--- src/design/msg_pkg.sv ---
package msg_pkg;

	// buffer geometry
	localparam int DATA_WIDTH = 5;			// buffer address width
	localparam int BUF_DEPTH = 32;			// 2**DATA_WIDTH words
	localparam int OCC_W = DATA_WIDTH + 1;		// occupancy count must reach BUF_DEPTH

	// message table geometry
	localparam int NUM_MESSAGE = 10;
	localparam int SLOT_W = 4;			// holds 0 to NUM_MESSAGE

	localparam int WORD_W = 8;

	typedef logic [DATA_WIDTH-1:0] addr_t;
	typedef logic [SLOT_W-1:0] slot_t;
	typedef logic [WORD_W-1:0] word_t;
	typedef logic [OCC_W-1:0] occ_t;

	// framing FSM of the location controller
	typedef enum logic [0:0] {
		LOC_IDLE = 1'b0,		// no message open
		LOC_IN_MSG = 1'b1		// start recorded, waiting for eop
	} loc_state_e;

endpackage

--- src/design/msg_data_buf.sv ---
`timescale 1ns/10ps

module msg_data_buf import msg_pkg::*; (
	input  logic	clk,
	input  logic	rst,
	input  logic	clear_i,

	input  logic	wr_en_i,
	input  word_t	wr_data_i,

	input  logic	rd_data_en_i,
	input  addr_t	rd_addr_i,

	output logic	wr_accept_o,
	output addr_t	wr_ptr_o,
	output logic	full_o,
	output word_t	rd_data_o
);

	word_t	mem [BUF_DEPTH];
	addr_t	wr_ptr;
	occ_t	occ;
	logic	full_q;
	logic	wr_accept;
	logic	rd_hit;
	word_t	rd_data_q;

	// a word goes in only when there is room and no clear this cycle
	assign wr_accept = wr_en_i && !full_q && !clear_i;

	// read of the address being written this cycle sees the new word
	assign rd_hit = wr_accept && (rd_addr_i == wr_ptr);

	always_ff @(posedge clk) begin
		if (wr_accept) begin
			mem[wr_ptr] <= wr_data_i;
		end
	end

	always_ff @(posedge clk) begin
		if (rst || clear_i) begin
			wr_ptr <= '0;
		end else if (wr_accept) begin
			if (wr_ptr == addr_t'(BUF_DEPTH - 1))
				wr_ptr <= '0;		// wrap
			else
				wr_ptr <= wr_ptr + 1'b1;
		end
	end

	// words are never freed singly, so occupancy only climbs until clear
	always_ff @(posedge clk) begin
		if (rst || clear_i) begin
			occ <= '0;
			full_q <= 1'b0;
		end else if (wr_accept) begin
			occ <= occ + 1'b1;
			if (occ == occ_t'(BUF_DEPTH - 1))
				full_q <= 1'b1;		// this word fills the last location
		end
	end

	always_ff @(posedge clk) begin
		if (rd_data_en_i) begin
			if (rd_hit)
				rd_data_q <= wr_data_i;
			else
				rd_data_q <= mem[rd_addr_i];
		end
	end

	assign wr_accept_o = wr_accept;
	assign wr_ptr_o = wr_ptr;
	assign full_o = full_q;
	assign rd_data_o = rd_data_q;

	a_occ_bound: assert property (@(posedge clk) disable iff (rst)
		occ <= occ_t'(BUF_DEPTH))
		else $error("buffer occupancy above depth");

endmodule

--- src/design/message_loc.sv ---
`timescale 1ns/10ps

module message_loc import msg_pkg::*; (
	input  logic	clk,
	input  logic	rst,

	input  addr_t	start_i,
	input  addr_t	end_i,
	input  logic	store_start_i,
	input  logic	store_end_i,
	input  slot_t	addr_i,

	input  logic	re_i,
	input  slot_t	rd_slot_i,

	output addr_t	start_o,
	output addr_t	end_o,
	output logic	rd_valid_o
);

	addr_t	start_mem [NUM_MESSAGE];
	addr_t	end_mem [NUM_MESSAGE];
	addr_t	start_q;
	addr_t	end_q;
	logic	rd_valid_q;
	logic	rd_in_range;

	assign rd_in_range = (rd_slot_i < slot_t'(NUM_MESSAGE));

	always_ff @(posedge clk) begin
		if (store_start_i)
			start_mem[addr_i] <= start_i;
		if (store_end_i)
			end_mem[addr_i] <= end_i;
	end

	// a slot stored on the same edge as the read returns the new value
	always_ff @(posedge clk) begin
		if (re_i) begin
			if (store_start_i && addr_i == rd_slot_i)
				start_q <= start_i;
			else if (rd_in_range)
				start_q <= start_mem[rd_slot_i];
			else
				start_q <= '0;

			if (store_end_i && addr_i == rd_slot_i)
				end_q <= end_i;
			else if (rd_in_range)
				end_q <= end_mem[rd_slot_i];
			else
				end_q <= '0;
		end
	end

	always_ff @(posedge clk) begin
		if (rst)
			rd_valid_q <= 1'b0;
		else
			rd_valid_q <= re_i;		// one cycle per strobe
	end

	assign start_o = start_q;
	assign end_o = end_q;
	assign rd_valid_o = rd_valid_q;

	a_slot_range: assert property (@(posedge clk) disable iff (rst)
		(store_start_i || store_end_i) |-> (addr_i < slot_t'(NUM_MESSAGE)))
		else $error("slot store outside the table");

endmodule

--- src/design/message_loc_cntrl.sv ---
`timescale 1ns/10ps

module message_loc_cntrl import msg_pkg::*; (
	input  logic	clk,
	input  logic	rst,
	input  logic	clear_i,

	input  logic	wr_accept_i,
	input  logic	sop_i,
	input  logic	eop_i,
	input  addr_t	wr_ptr_i,

	input  logic	re_i,
	input  slot_t	rd_slot_i,

	output addr_t	start_o,
	output addr_t	end_o,
	output logic	rd_valid_o,
	output slot_t	msg_count_o
);

	loc_state_e	state;
	loc_state_e	next_state;
	slot_t		count;
	logic		slot_free;
	logic		store_start;
	logic		store_end;
	slot_t		slot_addr;
	addr_t		start_addr;
	addr_t		end_addr;

	// a new message may only open while a slot is left
	assign slot_free = (count < slot_t'(NUM_MESSAGE));

	always_comb begin
		next_state = state;
		store_start = 1'b0;
		store_end = 1'b0;
		case (state)
			LOC_IDLE: begin
				// stray eop without sop is dropped here
				if (wr_accept_i && sop_i && slot_free) begin
					store_start = 1'b1;
					if (eop_i)
						store_end = 1'b1;	// single word message
					else
						next_state = LOC_IN_MSG;
				end
			end
			LOC_IN_MSG: begin
				// repeated sop inside a message is ignored
				if (wr_accept_i && eop_i) begin
					store_end = 1'b1;
					next_state = LOC_IDLE;
				end
			end
			default: begin
				next_state = LOC_IDLE;
			end
		endcase
	end

	always_ff @(posedge clk) begin
		if (rst || clear_i)
			state <= LOC_IDLE;
		else
			state <= next_state;
	end

	// slot count moves on the end word itself with no separate close state
	always_ff @(posedge clk) begin
		if (rst || clear_i)
			count <= '0;
		else if (store_end && slot_free)
			count <= count + 1'b1;
	end

	assign slot_addr = count;		// open message always sits in slot count
	assign start_addr = wr_ptr_i;
	assign end_addr = wr_ptr_i;
	assign msg_count_o = count;

	message_loc u_message_loc (
		.clk		(clk),
		.rst		(rst),
		.start_i	(start_addr),
		.end_i		(end_addr),
		.store_start_i	(store_start),
		.store_end_i	(store_end),
		.addr_i		(slot_addr),
		.re_i		(re_i),
		.rd_slot_i	(rd_slot_i),
		.start_o	(start_o),
		.end_o		(end_o),
		.rd_valid_o	(rd_valid_o)
	);

	a_no_store_when_full: assert property (@(posedge clk) disable iff (rst)
		(count == slot_t'(NUM_MESSAGE)) |-> !(store_start || store_end))
		else $error("slot store with table full");

	a_end_in_idle: assert property (@(posedge clk) disable iff (rst)
		(store_end && state == LOC_IDLE) |-> sop_i)
		else $error("message end recorded with no message open");

endmodule

--- src/design/msg_store_top.sv ---
`timescale 1ns/10ps

module msg_store_top import msg_pkg::*; (
	input  logic	clk,
	input  logic	rst,

	// write side
	input  logic	wr_en_i,
	input  word_t	wr_data_i,
	input  logic	sop_i,
	input  logic	eop_i,

	input  logic	clear_i,

	// slot read
	input  logic	re_i,
	input  slot_t	rd_slot_i,
	output addr_t	start_o,
	output addr_t	end_o,
	output logic	rd_valid_o,

	// data read
	input  logic	rd_data_en_i,
	input  addr_t	rd_addr_i,
	output word_t	rd_data_o,

	// status
	output logic	full_o,
	output slot_t	msg_count_o
);

	logic	wr_accept;
	addr_t	wr_ptr;		// address the current word takes

	msg_data_buf u_data_buf (
		.clk		(clk),
		.rst		(rst),
		.clear_i	(clear_i),
		.wr_en_i	(wr_en_i),
		.wr_data_i	(wr_data_i),
		.rd_data_en_i	(rd_data_en_i),
		.rd_addr_i	(rd_addr_i),
		.wr_accept_o	(wr_accept),
		.wr_ptr_o	(wr_ptr),
		.full_o		(full_o),
		.rd_data_o	(rd_data_o)
	);

	// framing flags only count on words the buffer took
	message_loc_cntrl u_loc_cntrl (
		.clk		(clk),
		.rst		(rst),
		.clear_i	(clear_i),
		.wr_accept_i	(wr_accept),
		.sop_i		(sop_i),
		.eop_i		(eop_i),
		.wr_ptr_i	(wr_ptr),
		.re_i		(re_i),
		.rd_slot_i	(rd_slot_i),
		.start_o	(start_o),
		.end_o		(end_o),
		.rd_valid_o	(rd_valid_o),
		.msg_count_o	(msg_count_o)
	);

endmodule

--- config.mk ---
export PLATFORM = sky130hd
export DESIGN_NAME = msg_store_top
export DESIGN_NICKNAME = d
export VERILOG_FILES = /design/src/design/msg_pkg.sv /design/src/design/msg_data_buf.sv /design/src/design/message_loc.sv /design/src/design/message_loc_cntrl.sv /design/src/design/msg_store_top.sv
export SDC_FILE = /design/constraint.sdc
export NUM_CORES = 1
export LEC_CHECK = 0
export BUFFER_PORTS_ARGS = -buffer_cell sky130_fd_sc_hd__buf_2
export CAP_MARGIN = 20
export CELL_PAD_IN_SITES_DETAIL_PLACEMENT = 0
export CELL_PAD_IN_SITES_GLOBAL_PLACEMENT = 1
export CORE_UTILIZATION = 58
export DETAILED_ROUTE_END_ITERATION = 10
export GPL_ROUTABILITY_DRIVEN = 0
export PLACE_DENSITY_LB_ADDON = 0.08
export SYNTH_ARGS = -nofsm -noshare
export SYNTH_HDL_FRONTEND = slang
export SYNTH_SLANG_ARGS = --single-unit
--- constraint.sdc ---
create_clock -name clk -period 6.1 [get_ports clk]
set_input_delay 0.915 -clock clk [delete_from_list [all_inputs] [get_ports clk]]
set_output_delay 0.915 -clock clk [all_outputs]
set_load 0.02 [all_outputs]
==> impl_metrics.toml <==
[yosys]
ys_seq_area_share_pct = 73.6
synthTopCellsByArea = "edfxtp_1 71%, mux4_2 9.4%, mux2i_1 3.2%, dfxtp_1 2.3%, nor2_1 1.9%"
ys.flop_type = "edfxtp_1"
synth_seq_cells = 392
yosysWarnings = 0
syn_area_per_cell_sq_um = 18.2
synth.distinct_cells = 53
synth_top_area_share_pct = 71.3
yosysTopAreaCell = "edfxtp_1"
synthArstFlopShare_pct = 0
synth_fp_nets = 900
synth_area_sq_um = 15800
synth-edff-count = 374
syn_inst = 865

[pwr]
comb_power_share_pct = 4.6
power_density_nw_per_um2 = 311
switching_power_mw = 1.10
ir_worst_vdd_mv = 0.230
pwr-share-seq_pct = 54.5
clkPwrFrac_pct = 40.8
p_sw_share_pct = 20.3
p_leak_nw = 5.77
p_total_mw = 5.42
intPower_mw = 4.33

[timing]
timing.final.max_slew_violations = 0
fin_ws_ps = 3070
finClkSkew_ps = 16.8
fin_crit_sh_pct = 49.7
fmax_mhz = 330
worst_pin_slew_ps = 957
setup_tns_ps = 0
rsz0062_at_grt = "no"
slew_headroom_pct = 36.2
finalHoldViolCount = 0
timing.hold.ws_ps = 493
post-route-min-period_ps = 3030
setup-violations-final = 0

[placed_design]
dp_hpwl_um = 20600
portBuffers = 48
pre_cts_ws_ps = 2500

[floorplanning]
die-area_sq_um = 27800
rows = 59
coreArea_sq_um = 26400
die_y_um = 167
io_pins = 49
die_w_um = 167
start_util_pct = 59.8

[clocking]
numCtsBuffers = 39
cts_hold_buf = 0
cts_resized = 0
cts_setup_buffers = 0
cts.clk_slew.worst_paths_ps = 60
root_buffer = "clkbuf_16"
clockBufferDepth = 3
clock-sinks = 392
insertion_delay_ps = 520
ctsHtreeMaxLevel = 2
cts_tree = "built"

[drt]
routed_wl_um = 32900
vias = 8107
drc_errors = 0
ant_nets = 0
drt_iter0_drc = 675
dr.pass1.iters = 5
via_per_inst = 6.30
wire_per_inst_um = 25.6

[critical_path]
slowest_delay_ps = 720
cp.arrival_ps = 3270
cp_top_family = "multiplexers"
rrSetupSlack_ps = 3690
critical_path_class = "in2reg"
cp_max_fo = 52
crit_slowest_cell = "buf_4"
required_ps = 6340
crit_chain = "buf_4 -> mux4_2 -> mux2i_1 -> nor2_1 -> o21ai_0 -> a31oi_1"
crit_path_end_kind = "flop"
crit_buf_inv = 1
cp-start-kind = "input pin"

[grt]
grt_pass1_vias = 8385
grt_usage_pct = 24.7
grt_pass1_wl_um = 50600
grt_overflow = 0
antenna_found_initial = 0
grt_max_degree = 53

[final_layout]
drive_gt1_share_pct = 21.7
seqCellArea_sq_um = 11600
final_common_cell = "edfxtp_1"
num-fill-cells = 1754
final_cell_mix = "374 x edfxtp_1, 78 x nor2_1, 66 x mux4_2"
multiInputGateArea_sq_um = 3880
diodes = 0
syn_to_final_growth_pct = 10.8
utilization_pct = 66.2
nNetsFinal = 957

[status]
status = "completed"

[worst_hold_path]
hold_path.class = "reg2reg"

[job]
cap_violations = 0
[synthesized netlist by cell type, types with 8 or more instances]
cell	instances
edfxtp_1	374
o22ai_1	16
ha_1	10
inv_1	9
nand2_1	26
and3_1	9
mux2i_1	51
a21oi_1	14
mux4_2	66
xnor2_1	8
buf_2	13
clkbuf_1	13
nand3_1	11
dfxtp_1	18
mux2_2	18
and2_1	8
o21ai_0	18
nor2_1	78
[kinds of logic (layout without fill, tap and decap cells)]
| kind of cell | count (synthesis) | after routing | share of synthesized area [%] |
|---|---|---|---|
| AO/OA/AOI/OAI | 85 | 85 | 3.61 |
| XOR/XNOR | 14 | 14 | 0.778 |
| adder cells (fa/ha/maj) | 10 | 10 | 0.794 |
| buffers and inverters | 52 | 139 | 1.77 |
| flip-flops | 392 | 392 | 73.6 |
| multiplexers | 135 | 135 | 14.0 |
| AND/OR/NAND/NOR | 177 | 177 | 5.50 |
[layout make-up]
class | count | area share (%)
flip-flops and latches | 392 | 66.4
clock inverters | 18 | 0.595
well taps | 335 | 2.40
inverters | 9 | 0.194
multi-input cells | 421 | 22.2
clock buffers | 53 | 6.20
repair buffers | 59 | 1.94
[metrics by stage]
stage          cell area (sq um)  cells
6_report                   17400   1287
5_1_grt                    17400   1287
4_1_cts                    17400   1286
3_5_place_dp               16200   1215
3_3_place_gp               16200   1215
2_1_floorplan              15800    865
[state kept, by name (all words and copies together) (netlist names), 4 cells and up]
name,flops
u_loc_cntrl.u_message_loc.start_o,5
u_loc_cntrl.u_message_loc.end_mem,50
u_data_buf.rd_data_o,8
u_loc_cntrl.msg_count_o,4
u_loc_cntrl.u_message_loc.end_o,5
u_data_buf.wr_ptr_o,5
u_loc_cntrl.u_message_loc.start_mem,50
u_data_buf.occ,6
u_data_buf.mem,256
[routing by layer]
metal / wire length [um] / track usage [%] / vias up
li1: - / - / 3572
met1: 13600 / 33.9 / 4209
met2: 16500 / 41.1 / 271
met3: 1910 / 3.54 / 55
met4: 919 / 8.21 / 0
met5: 0 / 0 / -
[power groups by stage]
stage / Clock (mW) / Combinational, mW / Sequential (mW)
floorplan: 0 / 0.145 / 3.03
global placement: 0 / 0.244 / 3.02
finish: 2.22 / 0.250 / 2.96
global route: 2.36 / 0.268 / 2.96
CTS: 2.26 / 0.251 / 2.96
detailed placement: 0 / 0.250 / 3.02
[tightest hold or removal path, cell delays in order (launching register included)]
cell     delay, ps
dfxtp_1        330
nand2_1         60
a21oi_1         50
[path summary, 6_finish.rpt]
check,cells after the start,start,end
setup reg to reg,5,u_data_buf.wr_ptr_o[0],u_data_buf.mem[26][2]
setup / recovery,6,rd_addr_i[0],u_data_buf.rd_data_o[3]
hold reg to reg,2,u_data_buf.occ[1],u_data_buf.occ[1]
hold / removal,2,u_data_buf.occ[1],u_data_buf.occ[1]
Power figures use the tool's default switching activity.
